--- config.mk ---
export PLATFORM = sky130hd
export DESIGN_NAME = z_buffer_top
export DESIGN_NICKNAME = d
export VERILOG_FILES = /design/src/source/z_buffer_pkg.sv /design/src/source/z_row_loader.sv /design/src/source/z_tile_buffer.sv /design/src/source/z_buffer_ctrl.sv /design/src/source/z_store_packer.sv /design/src/source/z_buffer_top.sv
export SDC_FILE = /design/constraint.sdc
export NUM_CORES = 1
export LEC_CHECK = 0
export BUFFER_PORTS_ARGS = -buffer_cell sky130_fd_sc_hd__buf_2
export CAP_MARGIN = 30
export CORE_MARGIN = 2
export CORE_UTILIZATION = 55
export CTS_BUF_LIST = sky130_fd_sc_hd__clkbuf_4 sky130_fd_sc_hd__clkbuf_8
export CTS_CLUSTER_SIZE = 14
export DETAILED_ROUTE_END_ITERATION = 8
export PLACE_DENSITY = 0.87
export SLEW_MARGIN = 15
export SYNTH_ARGS = -nofsm -noshare
export SYNTH_HDL_FRONTEND = slang
export SYNTH_HIERARCHICAL = 1
export SYNTH_SLANG_ARGS = --single-unit
--- constraint.sdc ---
create_clock -name buffer_clock -period 2.9 [get_ports buffer_clock]
set_input_delay 0.435 -clock buffer_clock [delete_from_list [all_inputs] [get_ports buffer_clock]]
set_output_delay 0.435 -clock buffer_clock [all_outputs]
set_load 0.02 [all_outputs]
--- src/source/z_buffer_pkg.sv ---
/*
 * Z buffer shared types
 */

package z_buffer_pkg;

  // Half precision element width
  localparam int unsigned ELEM_W = 16;

  // Counter width, covers Depth and Width up to 255
  localparam int unsigned CNT_W = 8;

  // One FP16 element, raw bits only
  typedef logic [ELEM_W-1:0] elem_t;

  // Column, row and beat counters, also the leftover count
  typedef logic [CNT_W-1:0] cnt_t;

  // Buffer phases
  typedef enum logic [1:0] {
    PH_IDLE  = 2'd0,  // Waiting for start
    PH_LOAD  = 2'd1,  // Memory beats fill the columns
    PH_PUSH  = 2'd2,  // Rows go to the array, results come back
    PH_STORE = 2'd3   // Columns leave as store beats
  } phase_e;

endpackage : z_buffer_pkg

--- src/source/z_row_loader.sv ---
/*
 * Z buffer row loader
 */

module z_row_loader
  import z_buffer_pkg::*;
#(
  parameter int unsigned Depth = 4,
  parameter int unsigned Width = 4
) (
  input  logic                   buffer_clock,
  input  logic                   rst_ni,
  input  logic                   clear_i,
  input  logic                   load_en_i,
  input  logic                   y_valid_i,
  input  elem_t [Depth-1:0]      y_data_i,
  input  cnt_t                   depth_i,
  output logic                   load_we_o,
  output cnt_t                   load_col_o,
  output elem_t [Depth-1:0]      load_data_o,
  output logic                   loaded_o
);

  cnt_t col_q;  // Next column to write
  logic last_col;

  // A beat is taken on every valid cycle of the load phase
  assign load_we_o  = load_en_i & y_valid_i;
  assign load_col_o = col_q;

  // Elements beyond the leftover count are forced to zero
  always_comb begin
    for (int d = 0; d < Depth; d++) begin
      load_data_o[d] = (cnt_t'(d) < depth_i) ? y_data_i[d] : '0;
    end
  end

  assign last_col = (col_q == cnt_t'(Width - 1));
  assign loaded_o = load_we_o & last_col;

  always_ff @(posedge buffer_clock or negedge rst_ni) begin
    if (!rst_ni) begin
      col_q <= '0;
    end else if (clear_i || loaded_o) begin
      col_q <= '0;  // Ready for the next tile
    end else if (load_we_o) begin
      col_q <= col_q + cnt_t'(1);
    end
  end

  // Once the last column is written the controller must leave the load
  // phase, so no further beat can land in a stale column
  a_load_ends: assert property (
    @(posedge buffer_clock) disable iff (!rst_ni || clear_i)
    loaded_o |=> !load_en_i
  ) else $error("load_en_i still high after the last column");

endmodule : z_row_loader

--- src/source/z_tile_buffer.sv ---
/*
 * Z buffer tile storage
 */

module z_tile_buffer
  import z_buffer_pkg::*;
#(
  parameter int unsigned Depth = 4,
  parameter int unsigned Width = 4
) (
  input  logic                   buffer_clock,
  input  logic                   rst_ni,
  input  logic                   clear_i,
  // Column write from the loader
  input  logic                   load_we_i,
  input  cnt_t                   load_col_i,
  input  elem_t [Depth-1:0]      load_data_i,
  // Row exchange with the array
  input  logic                   push_en_i,
  input  logic                   z_row_valid_i,
  input  elem_t [Width-1:0]      z_row_i,
  // Column shift toward the packer
  input  logic                   store_shift_i,
  output elem_t [Width-1:0]      y_row_o,
  output logic                   y_row_valid_o,
  output elem_t [Depth-1:0]      col_o,
  output logic                   pushed_o
);

  // Row index first, then column
  elem_t [Depth-1:0][Width-1:0] tile_q;

  logic push_shift;  // Top row leaves, result row enters
  cnt_t push_cnt_q;

  assign push_shift = push_en_i & z_row_valid_i;

  always_ff @(posedge buffer_clock or negedge rst_ni) begin
    if (!rst_ni) begin
      tile_q <= '0;
    end else if (clear_i) begin
      tile_q <= '0;
    end else if (push_shift) begin
      // Rows move up by one, the array result fills row zero
      for (int d = 0; d < Depth; d++) begin
        for (int w = 0; w < Width; w++) begin
          if (d == 0) begin
            tile_q[d][w] <= z_row_i[w];
          end else begin
            tile_q[d][w] <= tile_q[d-1][w];
          end
        end
      end
    end else if (store_shift_i) begin
      // Columns move toward column zero, zeros enter at the far end
      for (int d = 0; d < Depth; d++) begin
        for (int w = 0; w < Width; w++) begin
          if (w < Width - 1) begin
            tile_q[d][w] <= tile_q[d][w+1];
          end else begin
            tile_q[d][w] <= '0;
          end
        end
      end
    end else if (load_we_i) begin
      // Beat element d lands in row Depth-1-d
      for (int d = 0; d < Depth; d++) begin
        tile_q[Depth-1-d][load_col_i] <= load_data_i[d];
      end
    end
  end

  // Counts rows handed to the array during the push phase
  always_ff @(posedge buffer_clock or negedge rst_ni) begin
    if (!rst_ni) begin
      push_cnt_q <= '0;
    end else if (clear_i || pushed_o) begin
      push_cnt_q <= '0;
    end else if (push_shift) begin
      push_cnt_q <= push_cnt_q + cnt_t'(1);
    end
  end

  assign pushed_o = push_shift & (push_cnt_q == cnt_t'(Depth - 1));

  // Top row goes out, only meaningful in the push phase
  assign y_row_o       = push_en_i ? tile_q[Depth-1] : '0;
  assign y_row_valid_o = push_shift;

  // Column zero, in row order
  always_comb begin
    for (int d = 0; d < Depth; d++) begin
      col_o[d] = tile_q[d][0];
    end
  end

  // Loader, array and packer take turns on the tile
  a_one_writer: assert property (
    @(posedge buffer_clock) disable iff (!rst_ni)
    $onehot0({load_we_i, push_shift, store_shift_i})
  ) else $error("More than one tile write in a cycle");

endmodule : z_tile_buffer

--- src/source/z_buffer_ctrl.sv ---
/*
 * Z buffer phase controller
 */

module z_buffer_ctrl
  import z_buffer_pkg::*;
#(
  parameter int unsigned Depth = 4
) (
  input  logic   buffer_clock,
  input  logic   rst_ni,
  input  logic   clear_i,
  input  logic   start_i,
  input  cnt_t   leftover_i,
  input  logic   loaded_i,   // Last column written
  input  logic   pushed_i,   // Last row exchanged
  input  logic   stored_i,   // Last beat accepted
  output logic   load_en_o,
  output logic   push_en_o,
  output logic   store_en_o,
  output cnt_t   depth_o,
  output logic   busy_o,
  output phase_e phase_o
);

  phase_e state_q, state_d;
  cnt_t   depth_q;

  always_comb begin
    state_d = state_q;
    unique case (state_q)
      PH_IDLE: begin
        if (start_i) begin
          state_d = PH_LOAD;
        end
      end
      PH_LOAD: begin
        if (loaded_i) begin
          state_d = PH_PUSH;
        end
      end
      PH_PUSH: begin
        if (pushed_i) begin
          state_d = PH_STORE;
        end
      end
      PH_STORE: begin
        if (stored_i) begin
          state_d = PH_IDLE;
        end
      end
      default: state_d = PH_IDLE;
    endcase
  end

  always_ff @(posedge buffer_clock or negedge rst_ni) begin
    if (!rst_ni) begin
      state_q <= PH_IDLE;
    end else if (clear_i) begin
      state_q <= PH_IDLE;  // Abort whatever phase is running
    end else begin
      state_q <= state_d;
    end
  end

  // Effective depth is fixed for the whole case
  always_ff @(posedge buffer_clock or negedge rst_ni) begin
    if (!rst_ni) begin
      depth_q <= '0;
    end else if (clear_i) begin
      depth_q <= '0;
    end else if (state_q == PH_IDLE && start_i) begin
      depth_q <= (leftover_i == '0) ? cnt_t'(Depth) : leftover_i;
    end
  end

  assign load_en_o  = (state_q == PH_LOAD);
  assign push_en_o  = (state_q == PH_PUSH);
  assign store_en_o = (state_q == PH_STORE);
  assign busy_o     = (state_q != PH_IDLE);
  assign depth_o    = depth_q;
  assign phase_o    = state_q;

  // A new case may only begin once the previous one is done
  a_start_idle: assert property (
    @(posedge buffer_clock) disable iff (!rst_ni || clear_i)
    start_i |-> !busy_o
  ) else $error("start_i pulsed while busy");

endmodule : z_buffer_ctrl

--- src/source/z_store_packer.sv ---
/*
 * Z buffer store packer
 */

module z_store_packer
  import z_buffer_pkg::*;
#(
  parameter int unsigned Depth = 4,
  parameter int unsigned Width = 4
) (
  input  logic                   buffer_clock,
  input  logic                   rst_ni,
  input  logic                   clear_i,
  input  logic                   store_en_i,
  input  logic                   store_ready_i,
  input  elem_t [Depth-1:0]      col_i,
  input  cnt_t                   depth_i,
  output elem_t [Depth-1:0]      z_data_o,
  output logic  [Depth-1:0]      z_strb_o,
  output logic                   z_valid_o,
  output logic                   store_shift_o,
  output logic                   stored_o,
  output logic                   done_o
);

  cnt_t beat_cnt_q;  // Beats accepted so far

  // Row Depth-1-d holds beat position d
  always_comb begin
    for (int d = 0; d < Depth; d++) begin
      z_data_o[d] = col_i[Depth-1-d];
      z_strb_o[d] = (cnt_t'(d) < depth_i);
    end
  end

  assign z_valid_o     = store_en_i;
  assign store_shift_o = store_en_i & store_ready_i;  // Beat accepted

  always_ff @(posedge buffer_clock or negedge rst_ni) begin
    if (!rst_ni) begin
      beat_cnt_q <= '0;
    end else if (clear_i || stored_o) begin
      beat_cnt_q <= '0;
    end else if (store_shift_o) begin
      beat_cnt_q <= beat_cnt_q + cnt_t'(1);
    end
  end

  assign stored_o = store_shift_o & (beat_cnt_q == cnt_t'(Width - 1));
  assign done_o   = stored_o;  // Tile fully drained

  // A stalled beat must not move, so the tile may not shift under it
  a_hold_beat: assert property (
    @(posedge buffer_clock) disable iff (!rst_ni || clear_i)
    (z_valid_o && !store_ready_i) |=> (z_valid_o && $stable(z_data_o))
  ) else $error("Store beat changed while stalled");

endmodule : z_store_packer

--- src/source/z_buffer_top.sv ---
/*
 * Z buffer top level
 */

module z_buffer_top
  import z_buffer_pkg::*;
#(
  parameter int unsigned Depth = 4,
  parameter int unsigned Width = 4
) (
  input  logic                   buffer_clock,
  input  logic                   rst_ni,
  input  logic                   clear_i,
  input  logic                   start_i,
  input  cnt_t                   leftover_i,
  // Memory load beat
  input  elem_t [Depth-1:0]      y_data_i,
  input  logic                   y_valid_i,
  // Array result row
  input  elem_t [Width-1:0]      z_row_i,
  input  logic                   z_row_valid_i,
  input  logic                   store_ready_i,
  // Row toward the array
  output elem_t [Width-1:0]      y_row_o,
  output logic                   y_row_valid_o,
  // Store beat
  output elem_t [Depth-1:0]      z_data_o,
  output logic  [Depth-1:0]      z_strb_o,
  output logic                   z_valid_o,
  output logic                   busy_o,
  output logic                   done_o
);

  logic              load_we;
  cnt_t              load_col;
  elem_t [Depth-1:0] load_data;
  logic              loaded;
  logic              load_en;
  logic              push_en;
  logic              store_en;
  cnt_t              depth;
  logic              pushed;
  elem_t [Depth-1:0] col;
  logic              store_shift;
  logic              stored;
  phase_e            phase;  // Debug probe, current phase

  z_row_loader #(
    .Depth ( Depth ),
    .Width ( Width )
  ) z_row_loader_i (
    .buffer_clock ( buffer_clock ),
    .rst_ni       ( rst_ni       ),
    .clear_i      ( clear_i      ),
    .load_en_i    ( load_en      ),
    .y_valid_i    ( y_valid_i    ),
    .y_data_i     ( y_data_i     ),
    .depth_i      ( depth        ),
    .load_we_o    ( load_we      ),
    .load_col_o   ( load_col     ),
    .load_data_o  ( load_data    ),
    .loaded_o     ( loaded       )
  );

  z_buffer_ctrl #(
    .Depth ( Depth )
  ) z_buffer_ctrl_i (
    .buffer_clock ( buffer_clock ),
    .rst_ni       ( rst_ni       ),
    .clear_i      ( clear_i      ),
    .start_i      ( start_i      ),
    .leftover_i   ( leftover_i   ),
    .loaded_i     ( loaded       ),
    .pushed_i     ( pushed       ),
    .stored_i     ( stored       ),
    .load_en_o    ( load_en      ),
    .push_en_o    ( push_en      ),
    .store_en_o   ( store_en     ),
    .depth_o      ( depth        ),
    .busy_o       ( busy_o       ),
    .phase_o      ( phase        )
  );

  z_tile_buffer #(
    .Depth ( Depth ),
    .Width ( Width )
  ) z_tile_buffer_i (
    .buffer_clock  ( buffer_clock  ),
    .rst_ni        ( rst_ni        ),
    .clear_i       ( clear_i       ),
    .load_we_i     ( load_we       ),
    .load_col_i    ( load_col      ),
    .load_data_i   ( load_data     ),
    .push_en_i     ( push_en       ),
    .z_row_valid_i ( z_row_valid_i ),
    .z_row_i       ( z_row_i       ),
    .store_shift_i ( store_shift   ),
    .y_row_o       ( y_row_o       ),
    .y_row_valid_o ( y_row_valid_o ),
    .col_o         ( col           ),
    .pushed_o      ( pushed        )
  );

  z_store_packer #(
    .Depth ( Depth ),
    .Width ( Width )
  ) z_store_packer_i (
    .buffer_clock  ( buffer_clock  ),
    .rst_ni        ( rst_ni        ),
    .clear_i       ( clear_i       ),
    .store_en_i    ( store_en      ),
    .store_ready_i ( store_ready_i ),
    .col_i         ( col           ),
    .depth_i       ( depth         ),
    .z_data_o      ( z_data_o      ),
    .z_strb_o      ( z_strb_o      ),
    .z_valid_o     ( z_valid_o     ),
    .store_shift_o ( store_shift   ),
    .stored_o      ( stored        ),
    .done_o        ( done_o        )
  );

endmodule : z_buffer_top

==> impl_metrics.toml <==
[clock_network]
cts_root_buf = "clkbuf_8"
clk_pin_slew_ns = 0.06
cts.sinks = 290
post-cts-setup-buffer-count = 0
worstSkewPairLatency_ns = 0.61
htree_num_levels = 2
clk_path_buf_depth = 3
numCtsBuffers = 52
tritoncts = "built"

[die]
die_w_um = 189
rows = 67
die_y_um = 189
die-area_mm2 = 0.0356
pin_count = 279
initial_core_util_pct = 55.9
core_mm2 = 0.0335

[sta]
period_minus_slack_ns = 2.78
hold_ws_ns = 0.0904
tns_ns = 0
fmax_mhz = 360
fin_crit_sh_pct = 95.9
fin_worst_skew_ns = 0.0295
setup-violations-final = 0
finalHoldViolCount = 0
relSlewSlack_pct = 33.8
maxSlewViolCount = 0
worst_slew_pin_slew_ns = 0.990
rsz0062_at_grt = "false"

[critical_path]
crit_buf_inv = 3
cp.required_ns = 2.47
crit_path_start_kind = "flip-flop"
slowest_delay_ns = 0.44
arrival_ns = 2.34
critPathSlowestCell = "buf_6"
critical_path_class = "reg2out"
crit_chain = "inv_1 > ha_2 > buf_6 > and2_1 > buf_2"
critPathCaptureType = "output port"
cp_max_fo = 88
cp_top_family = "buffers and inverters"

[yosys]
synth_nets = 2194
async_flop_share_pct = 100
synthTopCellsByArea = "dfrtp_1 39%, mux2_2 7.0%, buf_4 5.4%"
syn_area_per_cell_um2 = 9.17
synth_area_mm2 = 0.0187
synth-seq-area-share_pct = 38.7
ys_types = 61
synth-seq-cells = 290
synth_cells = 2044
synthFlopType = "dfrtp_1"
synth_warnings = 6
synth_common_cells = "290 x dfrtp_1, 177 x nand2_1, 141 x clkbuf_1"
synth_most_common_cell = "dfrtp_1"
synth_edf_count = 0
synth.largest_area_cell = "dfrtp_1"
yosysTopAreaCellShare_pct = 38.7

[final_layout]
syn2layout_area_growth_pct = 11.2
multi_input_area_mm2 = 0.00977
n_antenna_cell = 0
drive_above_1_share_pct = 26.8
num-nets-final = 2263
finalInstanceArea_mm2 = 0.0209
seqCellArea_mm2 = 0.00726
fillCellCount = 2768

[place]
port_buffers = 278
gp_congestion = 0.976
dpl_cell_area_mm2 = 0.0196
hpwl_mm = 44.8

[global_route]
antenna_found_initial = 0
grt.total_usage_pct = 35.1
grt_first_pass_wirelength_mm = 97.6
grt_max_degree = 173
grt_pass1_vias = 16878
grt-ovfl-total = 0

[drt]
drc_errors = 0
drt_iter0_drc = 2769
viasPerCell = 6.77
drtAntennaViolNets = 0
wirelength_mm = 64.9
drt-wirelength-per-cell_um = 24.9
dr.pass1.iters = 6
num_vias = 17609

[min_path]
hold_class = "in2reg"

[power_and_ir_drop]
p_leak_uw = 0.00913
pwr_density_cell_mw_per_mm2 = 780
ir_drop_mv = 0.616

[job]
max_cap_violations = 0

[run_status]
outcome = "completed"
-- power by group --
part           internal, uW  switching, uW
Sequential             4820            826
Clock                  2580           1800
Combinational          2120           4130
-- kinds of logic after synthesis --
logic type / after synthesis / share of synthesized area, %
xor gates and xnor gates: 3 / 0.140
muxes: 186 / 11.0
DFF: 290 / 38.7
AOI/OAI and AO/OA: 489 / 19.2
and+or+nand+nor: 737 / 20.9
buffers and inverters: 332 / 9.64
adders and majority gates: 7 / 0.467
-- worst register-to-register path, stage by stage (launching register included) --
cell,delay (ns)
dfrtp_1,0.41
ha_1,0.23
nand2_1,0.20
inv_6,0.13
buf_12,0.25
nor2b_1,0.57
nor3b_1,0.10
a2111oi_0,0.54
mux2_2,0.27
-- layer usage --
layer | track usage [%] | up-vias | part of all wire (%) | routed length [um]
li1 | - | 7499 | - | -
met1 | 46.5 | 8559 | 38 | 24600
met2 | 53.3 | 1316 | 45 | 29000
met3 | 9.29 | 233 | 12 | 7620
met4 | 17.3 | 2 | 5.5 | 3560
met5 | 1.79 | - | 0.13 | 86
-- placed cells by master, fill, tap and decap left out, drive strengths merged, types with 2 or more instances in the layout --
master,count
nor2,131
o2bb2ai,87
nand2b,5
mux2,152
a22oi,66
or3,9
nor4b,2
dfrtp,290
ha,7
and2,97
or2,6
a311o,2
a21o,44
nor4,14
clkbuf,83
nor2b,61
xor2,3
clkinv,6
a211o,3
and4,2
nand2,177
inv,16
nand4,39
a31o,2
a31oi,65
nor3b,63
o21ai,22
buf,332
a21oi,70
o41ai,2
and3,24
nand3,49
a2111oi,65
bufinv,3
o31ai,2
nor3,46
or4,6
mux2i,34
and2b,5
a211oi,54
-- metrics by stage --
stage	util [%]	cells	setup WS, ns	power [uW]
global placement	58.6	2506	0.289	11500
finish	62.2	2601	0.120	16300
floorplan	-	2044	0.304	10400
global route	62.2	2601	0.0232	16900
CTS	62.2	2601	0.0425	16100
detailed placement	58.6	2506	0.202	11700
-- sequential cells by signal (all words and copies together) (netlist names) --
name / cells
z_tile_buffer_i/col_o: 64
z_buffer_ctrl_i/depth_o: 8
z_buffer_ctrl_i/phase_o: 2
z_store_packer_i/beat_cnt_q: 8
z_tile_buffer_i/tile_q: 192
z_row_loader_i/load_col_o: 8
z_tile_buffer_i/push_cnt_q: 8
-- cell type report --
cell class                 instances  area share (%)
clock buffer                      83            5.06
tap                              448            2.69
multi-input combinational       1422            46.8
clock inverter                    11           0.684
inverter                          14           0.300
sequential                       290            34.8
timing repair buffer             333            9.62
-- path summary, 6_finish.rpt --
check / end / cells after the start / slack, ns / from
max in group asynchronous: z_store_packer_i/beat_cnt_q[5] / 3 / 1.60 / rst_ni
min in group asynchronous: z_tile_buffer_i/col_o[7] / 2 / 0.42 / rst_ni
worst max-delay path: y_row_o[31] / 5 / 0.12 / z_buffer_ctrl_i/phase_o[0]
worst min register to register: z_tile_buffer_i/col_o[59] / 1 / 0.50 / z_tile_buffer_i/col_o[59]
worst max register to register: z_tile_buffer_i/tile_q[221] / 8 / 0.14 / z_buffer_ctrl_i/phase_o[0]
worst min-delay path: z_buffer_ctrl_i/depth_o[1] / 3 / 0.09 / leftover_i[1]
-- repair_timing --
| action | 4_1_cts | 5_1_grt |
|---|---|---|
| resized for setup | 1 | 2 |
| hold buffers | 1 | 0 |
| setup endpoints to repair | 2 | 2 |
| endpoints found under the hold margin | 61 | 0 |
Note: power is estimated with default switching activity, not from simulation.
